--- config.mk ---
export PLATFORM = sky130hd
export DESIGN_NAME = igr_tag_fifo_flat
export DESIGN_NICKNAME = d
export VERILOG_FILES = /design/src/rtl/igr_cfg_pkg.sv /design/src/rtl/igr_types_pkg.sv /design/src/rtl/igr_tag_if.sv /design/src/rtl/igr_tag_fifo.sv /design/src/flat_wrapper.sv
export SDC_FILE = /design/constraint.sdc
export NUM_CORES = 1
export LEC_CHECK = 0
export BUFFER_PORTS_ARGS = -buffer_cell sky130_fd_sc_hd__buf_2
export CELL_PAD_IN_SITES_DETAIL_PLACEMENT = 1
export CELL_PAD_IN_SITES_GLOBAL_PLACEMENT = 1
export CORE_MARGIN = 2
export CORE_UTILIZATION = 35
export CTS_CLUSTER_DIAMETER = 80
export DETAILED_ROUTE_END_ITERATION = 10
export PLACE_DENSITY = 0.64
export SYNTH_ARGS = -nofsm -noshare
export SYNTH_HDL_FRONTEND = slang
export SYNTH_SLANG_ARGS = --single-unit
--- constraint.sdc ---
create_clock -name ingress_clock -period 1.9 [get_ports ingress_clock]
set_input_delay 0.19 -clock ingress_clock [delete_from_list [all_inputs] [get_ports ingress_clock]]
set_output_delay 0.19 -clock ingress_clock [all_outputs]
set_load 0.01 [all_outputs]
--- src/rtl/igr_cfg_pkg.sv ---
// Ingress configuration package
// Widths and field positions shared by the ingress datapath

package igr_cfg_pkg;

  // ==========================================================
  // Receive word
  // ==========================================================

  // Width of one receive word on every port
  localparam int DATA_W = 32;

  // ==========================================================
  // Tag fields
  // ==========================================================

  // Port number width, up to 8 ports
  localparam int PORT_W = 3;

  // Word count width, wide enough for MAX_LEN
  localparam int LEN_W = 8;

  // ==========================================================
  // Header layout
  // ==========================================================

  // Destination field starts here in the first word
  localparam int DST_LSB = 0;

endpackage
--- src/rtl/igr_types_pkg.sv ---
// Ingress types package
// Tag record passed from parser to output, and parser FSM states

package igr_types_pkg;

  // ==========================================================
  // Packet tag
  // ==========================================================

  // One tag per received packet
  typedef struct packed {
    // Receive port the packet came in on
    logic [igr_cfg_pkg::PORT_W-1:0] src;
    // Destination port taken from the first word
    logic [igr_cfg_pkg::PORT_W-1:0] dst;
    // Word count, saturates at MAX_LEN
    logic [igr_cfg_pkg::LEN_W-1:0]  len;
    // Framing error seen on this packet
    logic                           err;
  } igr_tag_t;

  // ==========================================================
  // Parser FSM
  // ==========================================================

  typedef enum logic [1:0] {
    // Between packets
    PS_IDLE    = 2'd0,
    // Inside a packet, counting words
    PS_IN_PKT  = 2'd1,
    // Packet overran MAX_LEN, waiting for eop
    PS_DISCARD = 2'd2
  } igr_parse_state_e;

endpackage

--- src/rtl/igr_tag_if.sv ---
// Tag queue interface
// Carries the head of a tag queue toward the arbiter, with a pop strobe back

`timescale 1ns/100ps

interface igr_tag_if;

  import igr_types_pkg::*;

  // Head of queue is a real tag
  logic     valid;
  // Tag at the head of the queue
  igr_tag_t tag;
  // Take the head tag at the next clock edge
  logic     pop;
  // Queue holds nothing
  logic     empty;

  // A tag is on offer whenever the queue is not empty
  assign valid = ~empty;

  // Queue side
  modport producer (
    output tag,
    output empty,
    input  pop
  );

  // Arbiter side
  modport consumer (
    input  valid,
    input  tag,
    input  empty,
    output pop
  );

endinterface

--- src/rtl/igr_tag_fifo.sv ---
// Per-port tag queue
// Small circular buffer of tags; a push into a full queue is dropped
// and reported with a one-cycle drop strobe

`timescale 1ns/100ps

module igr_tag_fifo #(
  parameter int FIFO_DEPTH = 4
) (
  input  logic                    ingress_clock,
  input  logic                    reset,
  input  logic                    tag_push,
  input  igr_types_pkg::igr_tag_t tag_in,
  igr_tag_if.producer             out,
  output logic                    drop
);

  import igr_types_pkg::*;

  // Depth is a power of two, so pointers wrap on their own
  localparam int PTR_W = (FIFO_DEPTH > 1) ? $clog2(FIFO_DEPTH) : 1;

  igr_tag_t         mem [FIFO_DEPTH];
  logic [PTR_W-1:0] rd_ptr;
  logic [PTR_W-1:0] wr_ptr;
  logic [PTR_W:0]   count;
  logic             full;
  logic             do_push;
  logic             do_pop;

  assign full    = (count == (PTR_W + 1)'(FIFO_DEPTH));
  assign do_push = tag_push && !full;
  assign do_pop  = out.pop && (count != '0);

  // Head of queue
  assign out.tag   = mem[rd_ptr];
  assign out.empty = (count == '0);

  // ==========================================================
  // Pointers, fill count and drop strobe
  // ==========================================================
  always_ff @(posedge ingress_clock) begin
    if (reset) begin
      rd_ptr <= '0;
      wr_ptr <= '0;
      count  <= '0;
      drop   <= 1'b0;
    end else begin
      drop <= tag_push && full;
      if (do_push) begin
        wr_ptr <= wr_ptr + PTR_W'(1);
      end
      if (do_pop) begin
        rd_ptr <= rd_ptr + PTR_W'(1);
      end
      unique case ({do_push, do_pop})
        2'b10:   count <= count + (PTR_W + 1)'(1);
        2'b01:   count <= count - (PTR_W + 1)'(1);
        default: count <= count;
      endcase
    end
  end

  // Storage
  always_ff @(posedge ingress_clock) begin
    if (do_push) begin
      mem[wr_ptr] <= tag_in;
    end
  end

endmodule

--- src/flat_wrapper.sv ---
// flat-port wrapper written by rule: the top's interface ports become plain ports
module igr_tag_fifo_flat import igr_types_pkg::*;
#(
  parameter int FIFO_DEPTH = 4
)
  (ingress_clock, reset, tag_push, tag_in, drop, out_tag, out_empty, out_pop);
  igr_tag_if out_i ();
  input  logic ingress_clock;
  input  logic reset;
  input  logic tag_push;
  input  igr_types_pkg::igr_tag_t tag_in;
  output logic drop;
  output wire logic [$bits(out_i.tag)-1:0] out_tag;
  output wire logic [$bits(out_i.empty)-1:0] out_empty;
  input wire logic [$bits(out_i.pop)-1:0] out_pop;
  assign out_tag = out_i.tag;
  assign out_empty = out_i.empty;
  assign out_i.pop = out_pop;
  igr_tag_fifo #(.FIFO_DEPTH(FIFO_DEPTH)) u_core (.ingress_clock(ingress_clock), .reset(reset), .tag_push(tag_push), .tag_in(tag_in), .out(out_i), .drop(drop));
endmodule
==> metrics.md <==
| Metric | Value |
|---|---|
| Seq cells post-synth | `70` |
| Status | `finished clean` |
| CTS Root Cell | `clkbuf_8` |
| Wire length per cell | `17.2 um` |
| Synth unique cells | `25` |
| VDD IR max | `between 500 and 600 uV` |
| Final WL | `5.09 mm` |
| Routed vias | `1,411` |
| Synth Net Count | `between 150 and 200` |
| DRC Markers | `0` |
| Starting Density | `0.355` |
| DP HPWL | `approximately 3.4 mm` |
| Most frequent cells in the layout | `edfxtp_1, buf_2, buf_4` |
| RD Place Congestion | `0.678` |
| Count of final hold-check violations | `0` |
| Ports | `36` |
| Antenna Cells | `0` |
| Clock Latency Late Sink | `approximately 330 ps` |
| Cts bufs inserted | `9` |
| Max-cap violations | `0` |
| Crit start category | `flip-flop` |
| Grt met1 use | `0.149` |
| Final antenna-violating net count | `0` |
| Die W | `around 90 um` |
| PD cells | `roughly 1300 mW/mm2` |
| P_leak | `between 1 and 1.5 nW` |
| Top cells by area, synth | `edfxtp_1, mux4_2, dfxtp_1, mux4_1, ha_1` |
| # rows | `32` |
| Cells after Synth | `between 100 and 150` |
| WHS | `69.3 ps` |
| Slew Viols, Final | `0` |
| IO Port Bufs | `35` |
| Post-synth top area share | `0.668` |
| Synth Area per Inst | `20.3 um2` |
| Mapped cell area | `~0.0027 mm2` |
| Via density | `4.77` |
| Fin Clk Skew | `slightly below 7 ps` |
| Total Routing Usage GR | `0.130` |
| Final min period | `1840 ps` |
| Layout cells sized above 1 | `0.433` |
| Met2 Use GR | `0.228` |
| Warnings, synthesis | `0` |
| CTS Sinks | `70` |
| Fin Setup TNS | `0 ps` |
| Post-synth top area cell | `edfxtp_1` |
| Most Crowded Layer GR | `met2` |
| Layout net count | `214` |
| DRT Pass-1 Iters | `4` |
| Max-slew headroom | `0.748` |
| CTS tree | `yes` |
| Final setup vio count | `0` |
| Most common cell after layout, fill and taps aside | `edfxtp_1` |
| Register area share after synthesis | `0.742` |
| Largest net degree at the start of global routing | `16` |
| Fmax | `0.544 GHz` |
| Core area | `~0.0076 mm2` |
| Crit end category | `flip-flop` |
| CP Class | `flip-flop to flip-flop` |
| Grt ovf | `0` |
| Iteration-0 DRC Markers | `92` |
| Global-route wire length before repair | `between 8 and 9 mm` |
| Fin crit share | `0.967` |
| Crit path DAT | `roughly 2100 ps` |
| Met3 usage | `0.0452` |
| Actual transition at the worst max-transition pin | `roughly 380 ps` |
| CP Max Fanout | `4` |
| Die footprint | `about 0.0084 mm2` |
| HP Class | `input pin to flip-flop` |
| Vias in the first global route | `between 1,500 and 2,000` |
| Max Buffers Root-to-Sink | `2` |
| Clk slew on worst S/H paths | `~70 ps` |
| Area Growth Syn to Fin | `23.5%` |
| Initial antenna violation count | `0` |
| RSZ-0062 raised after global routing | `yes` |
| Die H | `91.8 um` |
| Htree depth | `3` |
| Crit path required time | `2160 ps` |
-- final cells by class --
cell class,instances,area [um2]
clock buffer,9,124
clock inverter,7,113
fill,765,4280
inverter,7,26.3
multi-input combinational,52,647
sequential,70,2010
tap,102,128
timing repair buffer,49,284
-- through the flow --
step / cell area [um2] / setup WS (ps) / power [W] / util / cells
after detailed placement: 3040 / -75.3 / 0.00303 / 0.400 / 277
after CTS: 3310 / 1.14 / 0.00450 / 0.435 / 294
after global placement: 3040 / 79.3 / 0.00296 / 0.400 / 277
final: 3330 / 62.0 / 0.00446 / 0.438 / 296
after floorplan: 2700 / 47.9 / 0.00267 / - / 133
after global routing: 3330 / -28.7 / 0.00468 / 0.438 / 296
-- layer usage --
metal / vias to the layer above / routed length [um]
met4: 0 / 52
met1: 742 / 2100
li1: 631 / -
met5: - / 0
met2: 32 / 2720
met3: 6 / 220
-- logic make-up after synthesis --
kind of cell,share of synthesized area
compound gates,0.0162
xor+xnor,0.00974
fa+ha+maj,0.0306
buf+inv,0.0246
flops,0.742
mux,0.140
simple gates,0.0366
-- Yosys cell counts (all sizes together) --
cell / n
a21boi: 1
a21oi: 3
and2: 4
and4b: 1
buf: 3
clkbuf: 1
dfxtp: 10
edfxtp: 60
fa: 1
ha: 5
inv: 7
mux2: 1
mux2i: 1
mux4: 15
nand2: 1
nand2b: 2
nor2: 8
nor3: 1
o21ai: 2
o31ai: 1
or3: 2
xor2: 3
-- report_power, final --
group	total (W)	internal [W]	leakage [nW]	switching (W)
clock	0.00141	0.000865	0.119	0.000545
combinational	0.00110	0.000557	0.447	0.000538
sequential	0.00196	0.00187	0.634	0.0000889
total	0.00446	0.00329	1.20	0.00117
-- flip-flops by register name, summed over array words and instances, names as in the netlist, named ones only --
| register | cells |
|---|---|
| u_core.mem | 60 |
| u_core.wr_ptr | 2 |
| u_core.count | 3 |
| u_core.drop | 1 |
| u_core.rd_ptr | 2 |
-- worst paths after layout --
kind                                                    start                            end  slack (ps)  depth (start not counted)
worst min register to register  u_core.rd_ptr[1]$_SDFFE_PP0P_  u_core.rd_ptr[1]$_SDFFE_PP0P_         530                          2
worst min-delay path                                tag_in[9]     u_core.mem[3][9]$_DFFE_PP_          70                          1
worst max-delay path             u_core.count[0]$_SDFFE_PP0P_   u_core.count[2]$_SDFFE_PP0P_          60                          9
worst max register to register   u_core.count[0]$_SDFFE_PP0P_   u_core.count[2]$_SDFFE_PP0P_          60                          9
-- worst max-delay path, stage by stage (launching register included) --
cell,delay (ps)
dfxtp_4,370
nor2_4,120
a21boi_2,70
inv_1,60
ha_2,170
inv_1,60
fa_2,340
xor2_1,160
or3_1,310
a21oi_1,120
-- timing repair --
action,4_1_cts,5_1_grt
pin swaps,1,2
endpoints found under the setup margin,2,2
gates resized for setup,7,4
gates cloned,0,0
endpoints found under the hold margin,0,0
setup buffers,1,2
hold buffers,0,0
Note: power is estimated with default switching activity, not from simulation.
