$ cat config.mk
export PLATFORM = sky130hd
export DESIGN_NAME = igr_rx_parser
export DESIGN_NICKNAME = d
export VERILOG_FILES = /design/src/rtl/igr_cfg_pkg.sv /design/src/rtl/igr_types_pkg.sv /design/src/rtl/igr_rx_parser.sv
export SDC_FILE = /design/constraint.sdc
export NUM_CORES = 1
export LEC_CHECK = 0
export BUFFER_PORTS_ARGS = -buffer_cell sky130_fd_sc_hd__buf_2
export CAP_MARGIN = 0
export CORE_MARGIN = 3
export CORE_UTILIZATION = 49
export CTS_CLUSTER_SIZE = 12
export DETAILED_ROUTE_END_ITERATION = 16
export PLACE_DENSITY = 0.88
export SLEW_MARGIN = 20
export SYNTH_ARGS = -nofsm -noshare
export SYNTH_HDL_FRONTEND = slang
export SYNTH_SLANG_ARGS = --single-unit
$ cat constraint.sdc
create_clock -name ingress_clock -period 4.4 [get_ports ingress_clock]
set_clock_uncertainty 0.1 [all_clocks]
set_input_delay 0.88 -clock ingress_clock [delete_from_list [all_inputs] [get_ports ingress_clock]]
set_output_delay 0.88 -clock ingress_clock [all_outputs]
set_load 0.02 [all_outputs]
$ cat src/rtl/igr_cfg_pkg.sv
// Ingress configuration package
// Widths and field positions shared by the ingress datapath

package igr_cfg_pkg;

  // ==========================================================
  // Receive word
  // ==========================================================

  // Width of one receive word on every port
  localparam int DATA_W = 32;

  // ==========================================================
  // Tag fields
  // ==========================================================

  // Port number width, up to 8 ports
  localparam int PORT_W = 3;

  // Word count width, wide enough for MAX_LEN
  localparam int LEN_W = 8;

  // ==========================================================
  // Header layout
  // ==========================================================

  // Destination field starts here in the first word
  localparam int DST_LSB = 0;

endpackage
$ cat src/rtl/igr_types_pkg.sv
// Ingress types package
// Tag record passed from parser to output, and parser FSM states

package igr_types_pkg;

  // ==========================================================
  // Packet tag
  // ==========================================================

  // One tag per received packet
  typedef struct packed {
    // Receive port the packet came in on
    logic [igr_cfg_pkg::PORT_W-1:0] src;
    // Destination port taken from the first word
    logic [igr_cfg_pkg::PORT_W-1:0] dst;
    // Word count, saturates at MAX_LEN
    logic [igr_cfg_pkg::LEN_W-1:0]  len;
    // Framing error seen on this packet
    logic                           err;
  } igr_tag_t;

  // ==========================================================
  // Parser FSM
  // ==========================================================

  typedef enum logic [1:0] {
    // Between packets
    PS_IDLE    = 2'd0,
    // Inside a packet, counting words
    PS_IN_PKT  = 2'd1,
    // Packet overran MAX_LEN, waiting for eop
    PS_DISCARD = 2'd2
  } igr_parse_state_e;

endpackage

$ cat src/rtl/igr_rx_parser.sv
// Receive framing parser for one port
// Tracks sop/eop framing, counts words and emits one tag per packet,
// flagging orphan eop, nested sop and overlong packets as errors

`timescale 1ns/100ps

module igr_rx_parser #(
  parameter int MAX_LEN = 64,
  parameter int PORT_ID = 0
) (
  input  logic                           ingress_clock,
  input  logic                           reset,
  input  logic                           rx_valid,
  input  logic                           rx_sop,
  input  logic                           rx_eop,
  input  logic [igr_cfg_pkg::DATA_W-1:0] rx_data,
  output logic                           tag_push,
  output igr_types_pkg::igr_tag_t        tag
);

  import igr_cfg_pkg::*;
  import igr_types_pkg::*;

  localparam logic [LEN_W-1:0]  MAX_LEN_V = LEN_W'(MAX_LEN);
  localparam logic [PORT_W-1:0] SRC_ID    = PORT_W'(PORT_ID);

  igr_parse_state_e  state;
  igr_parse_state_e  state_next;
  logic [PORT_W-1:0] cur_dst;
  logic [PORT_W-1:0] cur_dst_next;
  logic [LEN_W-1:0]  cur_len;
  logic [LEN_W-1:0]  cur_len_next;
  logic              push_next;
  igr_tag_t          tag_next;
  logic [PORT_W-1:0] rx_dst;
  logic              at_max;

  // Destination field of the current word
  assign rx_dst = rx_data[DST_LSB +: PORT_W];

  // No room for another word; also true all through PS_DISCARD
  assign at_max = (cur_len >= MAX_LEN_V);

  // ==========================================================
  // Next state and tag
  // ==========================================================
  always_comb begin
    state_next   = state;
    cur_dst_next = cur_dst;
    cur_len_next = cur_len;
    push_next    = 1'b0;
    // Default tag describes the open packet
    tag_next.src = SRC_ID;
    tag_next.dst = cur_dst;
    tag_next.len = cur_len;
    tag_next.err = 1'b0;

    if (rx_valid) begin
      unique case (state)
        PS_IDLE: begin
          if (rx_sop && rx_eop) begin
            // Single-word packet
            push_next    = 1'b1;
            tag_next.dst = rx_dst;
            tag_next.len = LEN_W'(1);
          end else if (rx_sop) begin
            state_next   = PS_IN_PKT;
            cur_dst_next = rx_dst;
            cur_len_next = LEN_W'(1);
          end else if (rx_eop) begin
            // Orphan eop
            push_next    = 1'b1;
            tag_next.dst = '0;
            tag_next.len = LEN_W'(1);
            tag_next.err = 1'b1;
          end
          // Plain words outside a packet are ignored
        end

        PS_IN_PKT, PS_DISCARD: begin
          if (rx_sop) begin
            // Nested sop closes the open packet as an error.
            // If it also carries eop the new one-word packet gets no tag,
            // since the push slot is taken by the old packet
            push_next    = 1'b1;
            tag_next.err = 1'b1;
            cur_dst_next = rx_dst;
            cur_len_next = LEN_W'(1);
            state_next   = rx_eop ? PS_IDLE : PS_IN_PKT;
          end else if (at_max) begin
            // Overrun, length pinned at MAX_LEN
            cur_len_next = MAX_LEN_V;
            if (rx_eop) begin
              push_next    = 1'b1;
              tag_next.len = MAX_LEN_V;
              tag_next.err = 1'b1;
              state_next   = PS_IDLE;
            end else begin
              state_next   = PS_DISCARD;
            end
          end else begin
            cur_len_next = cur_len + LEN_W'(1);
            if (rx_eop) begin
              push_next    = 1'b1;
              tag_next.len = cur_len + LEN_W'(1);
              state_next   = PS_IDLE;
            end
          end
        end

        default: state_next = PS_IDLE;
      endcase
    end
  end

  // ==========================================================
  // Registers
  // ==========================================================
  always_ff @(posedge ingress_clock) begin
    if (reset) begin
      state    <= PS_IDLE;
      tag_push <= 1'b0;
    end else begin
      state    <= state_next;
      tag_push <= push_next;
    end
  end

  // Packet context and tag payload
  always_ff @(posedge ingress_clock) begin
    cur_dst <= cur_dst_next;
    cur_len <= cur_len_next;
    tag     <= tag_next;
  end

endmodule

==> out/metrics.yaml <==
floorplan:
  core_area_sq_um: 2250
  dieWidth_um: 55.3
  initial_core_util_pct: 52.7
  dieArea_sq_um: 3050
  rows: 17
  ioPinCount: 53
  fp.dieH_um: 55.3
detailed_routing:
  vias_per_cell: 5.63
  wl_per_cell_um: 14.4
  met2WireLength_mm: 1.23
  route.vias.total: 935
  initialDrtViolationCount: 58
  wl_met3_um: 165
  met1_length_um: 951
  top_layer_used: "met4"
  drc: 0
  totalWireLength_mm: 2.39
  first_pass_iters: 4
  antenna_left: 0
synth:
  synth_ff_type: "dfxtp_1"
  yosys.area.top_type: "edfxtp_1"
  synth_area_per_cell_sq_um: 10.2
  synth_common_cells: "dfxtp_1, nand2_1, edfxtp_1, o21ai_0, nor2_1"
  syn_area_sq_um: 1190
  synth_top_area_share_pct: 27.8
  yosysSeqAreaShare_pct: 53.1
  ys_warn_count: 0
  synth_compound_area_share_pct: 15.5
  synthTopCellsByArea: "edfxtp_1, dfxtp_1, ha_1"
  synth_xor_area_share_pct: 2.95
  async_reset_ff_share_pct: 0
  synthAdderAreaFrac_pct: 5.26
  synth_top_family_by_area: "simple AND/OR/NAND/NOR gates"
  ys_types: 34
  ys_ff_latch: 26
  synthSimpleGateAreaFrac_pct: 18.1
  synth-edff-count: 11
  synthMuxAreaShare_pct: 0
  post-synth-top-count-cell: "dfxtp_1"
  postSynthCellCount: 117
global_route:
  gr-usage-all-layers_pct: 16.0
  grt_pass1_vias: 894
  antenna_found_initial: 0
  gr-total-overflow: 0
  grt_pass1_wl_mm: 3.92
  grt_max_degree: 15
worst_setup_path:
  crit_required_ns: 4.56
  worstSetupPathType: "flip-flop to flip-flop"
  slowest_stage: "or4b_1"
  rr_worst_depth: 5
  crit_cells: 5
  crit_chain: "inv_1 -> ha_1 -> or4b_1 -> or3_4 -> o2bb2ai_1"
  startpoint_type: "flip-flop"
  cp.arrival_ns: 2.39
  cp.buffers_inverters: 1
  crit_fanout: 9
  worst_setup_path_end_kind: "flip-flop"
  cpLargestDelayFamily: "simple AND/OR/NAND/NOR gates"
  max_stage_delay_ns: 0.62
placed_design:
  gp_congestion: 0.888
  portBuffers: 20
  dp_hpwl_mm: 1.80
  dp_slack_ns: 1.91
cts:
  cts-root-buf: "clkbuf_4"
  cts_resized: 0
  postCtsSetupRepairBufs: 0
  htreeDepth: 1
  clk_latency_ns: 0.32
  numCtsBuffers: 3
  cts.reportedPaths.clkPinSlew_ns: 0.13
  cts_hold_buf: 0
  tritoncts: "yes"
  clock-sinks: 26
  cts_buffer_depth: 2
power_and_ir_drop:
  p_sw_mw: 0.119
  vdd_drop_max_v: 0.000211
  p_clk_share_pct: 25.9
  leakage_nw: 0.559
  swShare_pct: 25.9
  p_comb_share_pct: 14.8
  power.density_nw_per_um2: 343
  p_seq_share_pct: 59.3
  cell_internal_pwr_mw: 0.340
timing:
  slew_violations: 0
  layout_min_cycle_time_ns: 2.23
  rsz0062_at_grt: "false"
  fmax_mhz: 447
  setup_viol: 0
  tns_ns: 0
  finalHoldViolCount: 0
  fin_crit_sh_pct: 50.8
  final.setup.worst_slack_ns: 2.17
run:
  drv_cap: 0
final_layout:
  syn_to_final_growth_pct: 12.4
  drive_gt1_share_pct: 18.8
  n_antenna_cell: 0
  layout.nets: 181
  fill_cells: 179
status:
  status: "finished, final reports clean"
worst_hold_path:
  hold_path_depth: 2
  hp-class: "flip-flop to flip-flop"
-- cells by family (layout without fill, tap and decap cells) --
family                   after synthesis  after routing
other                                  1              4
buffers and inverters                 12             30
adder cells (fa/ha/maj)                5              5
XOR/XNOR                               4              4
flip-flops                            26             26
AND/OR/NAND/NOR                       41             41
AO/OA/AOI/OAI                         28             28
-- metrics by stage --
step	total power [mW]	hold WS (ns)	cell area, sq um	std cells	utilization [%]
after detailed placement	0.344	0.359	1300	162	57.7
after global routing	0.477	0.429	1340	166	59.3
after floorplan	0.324	0.318	1200	120	-
after CTS	0.458	0.387	1340	166	59.3
final	0.458	0.379	1340	166	59.3
after global placement	0.341	0.332	1300	162	57.7
-- cells in the final DEF (no fill, tap or decap), types with 3 or more instances in the layout --
cell type	n
buf_2	20
dfxtp_1	15
nand2_1	12
edfxtp_1	11
o21ai_0	9
nor2_1	7
inv_1	6
o2bb2ai_1	5
a21oi_1	5
ha_1	5
nand3_1	4
nor2b_1	4
and3_1	4
conb_1	4
clkbuf_4	3
-- flip-flops by register name, indices dropped and copies added, names as in the netlist --
| signal | cells |
|---|---|
| tag | 12 |
| cur_len | 8 |
| tag_push | 1 |
| state | 2 |
| cur_dst | 3 |
-- final timing paths --
path / end / slack (ns) / startpoint
max reg2reg: tag[6] / 2.17 / state[0]
min: tag[9] / 0.38 / cur_dst[0]
max: tag[6] / 2.17 / state[0]
min reg2reg: tag[9] / 0.38 / cur_dst[0]
-- power by group through the flow --
stage / Combinational (mW) / Sequential (mW) / Clock, mW
5_1_grt: 0.0743 / 0.274 / 0.129
3_5_place_dp: 0.0670 / 0.277 / 0
4_1_cts: 0.0678 / 0.272 / 0.118
6_report: 0.0678 / 0.272 / 0.119
2_1_floorplan: 0.0367 / 0.288 / 0
3_3_place_gp: 0.0648 / 0.276 / 0
-- worst register-to-register path, stage by stage (launching register included) --
cell and delay [ns]:
dfxtp_1 0.38, inv_1 0.06, ha_1 0.44, or4b_1 0.62, or3_4 0.41, o2bb2ai_1 0.16
-- routing by layer --
layer	global-route usage, %	vias to the layer above
met3	1.64	5
met2	26.5	49
li1	-	452
met4	7.99	0
met1	20.8	429
met5	0	-
-- final cells by class --
type                            instances  area [sq um]  area share [%]
Tap cell                               28          35.0            2.62
Multi-Input combinational cell         82           512            38.3
Sequential cell                        26           631            47.2
Inverter                                6          22.5            1.69
Timing Repair Buffer                   20           100            7.49
Clock buffer                            4          36.3            2.72
No activity file was read; power rests on OpenSTA's default activity.
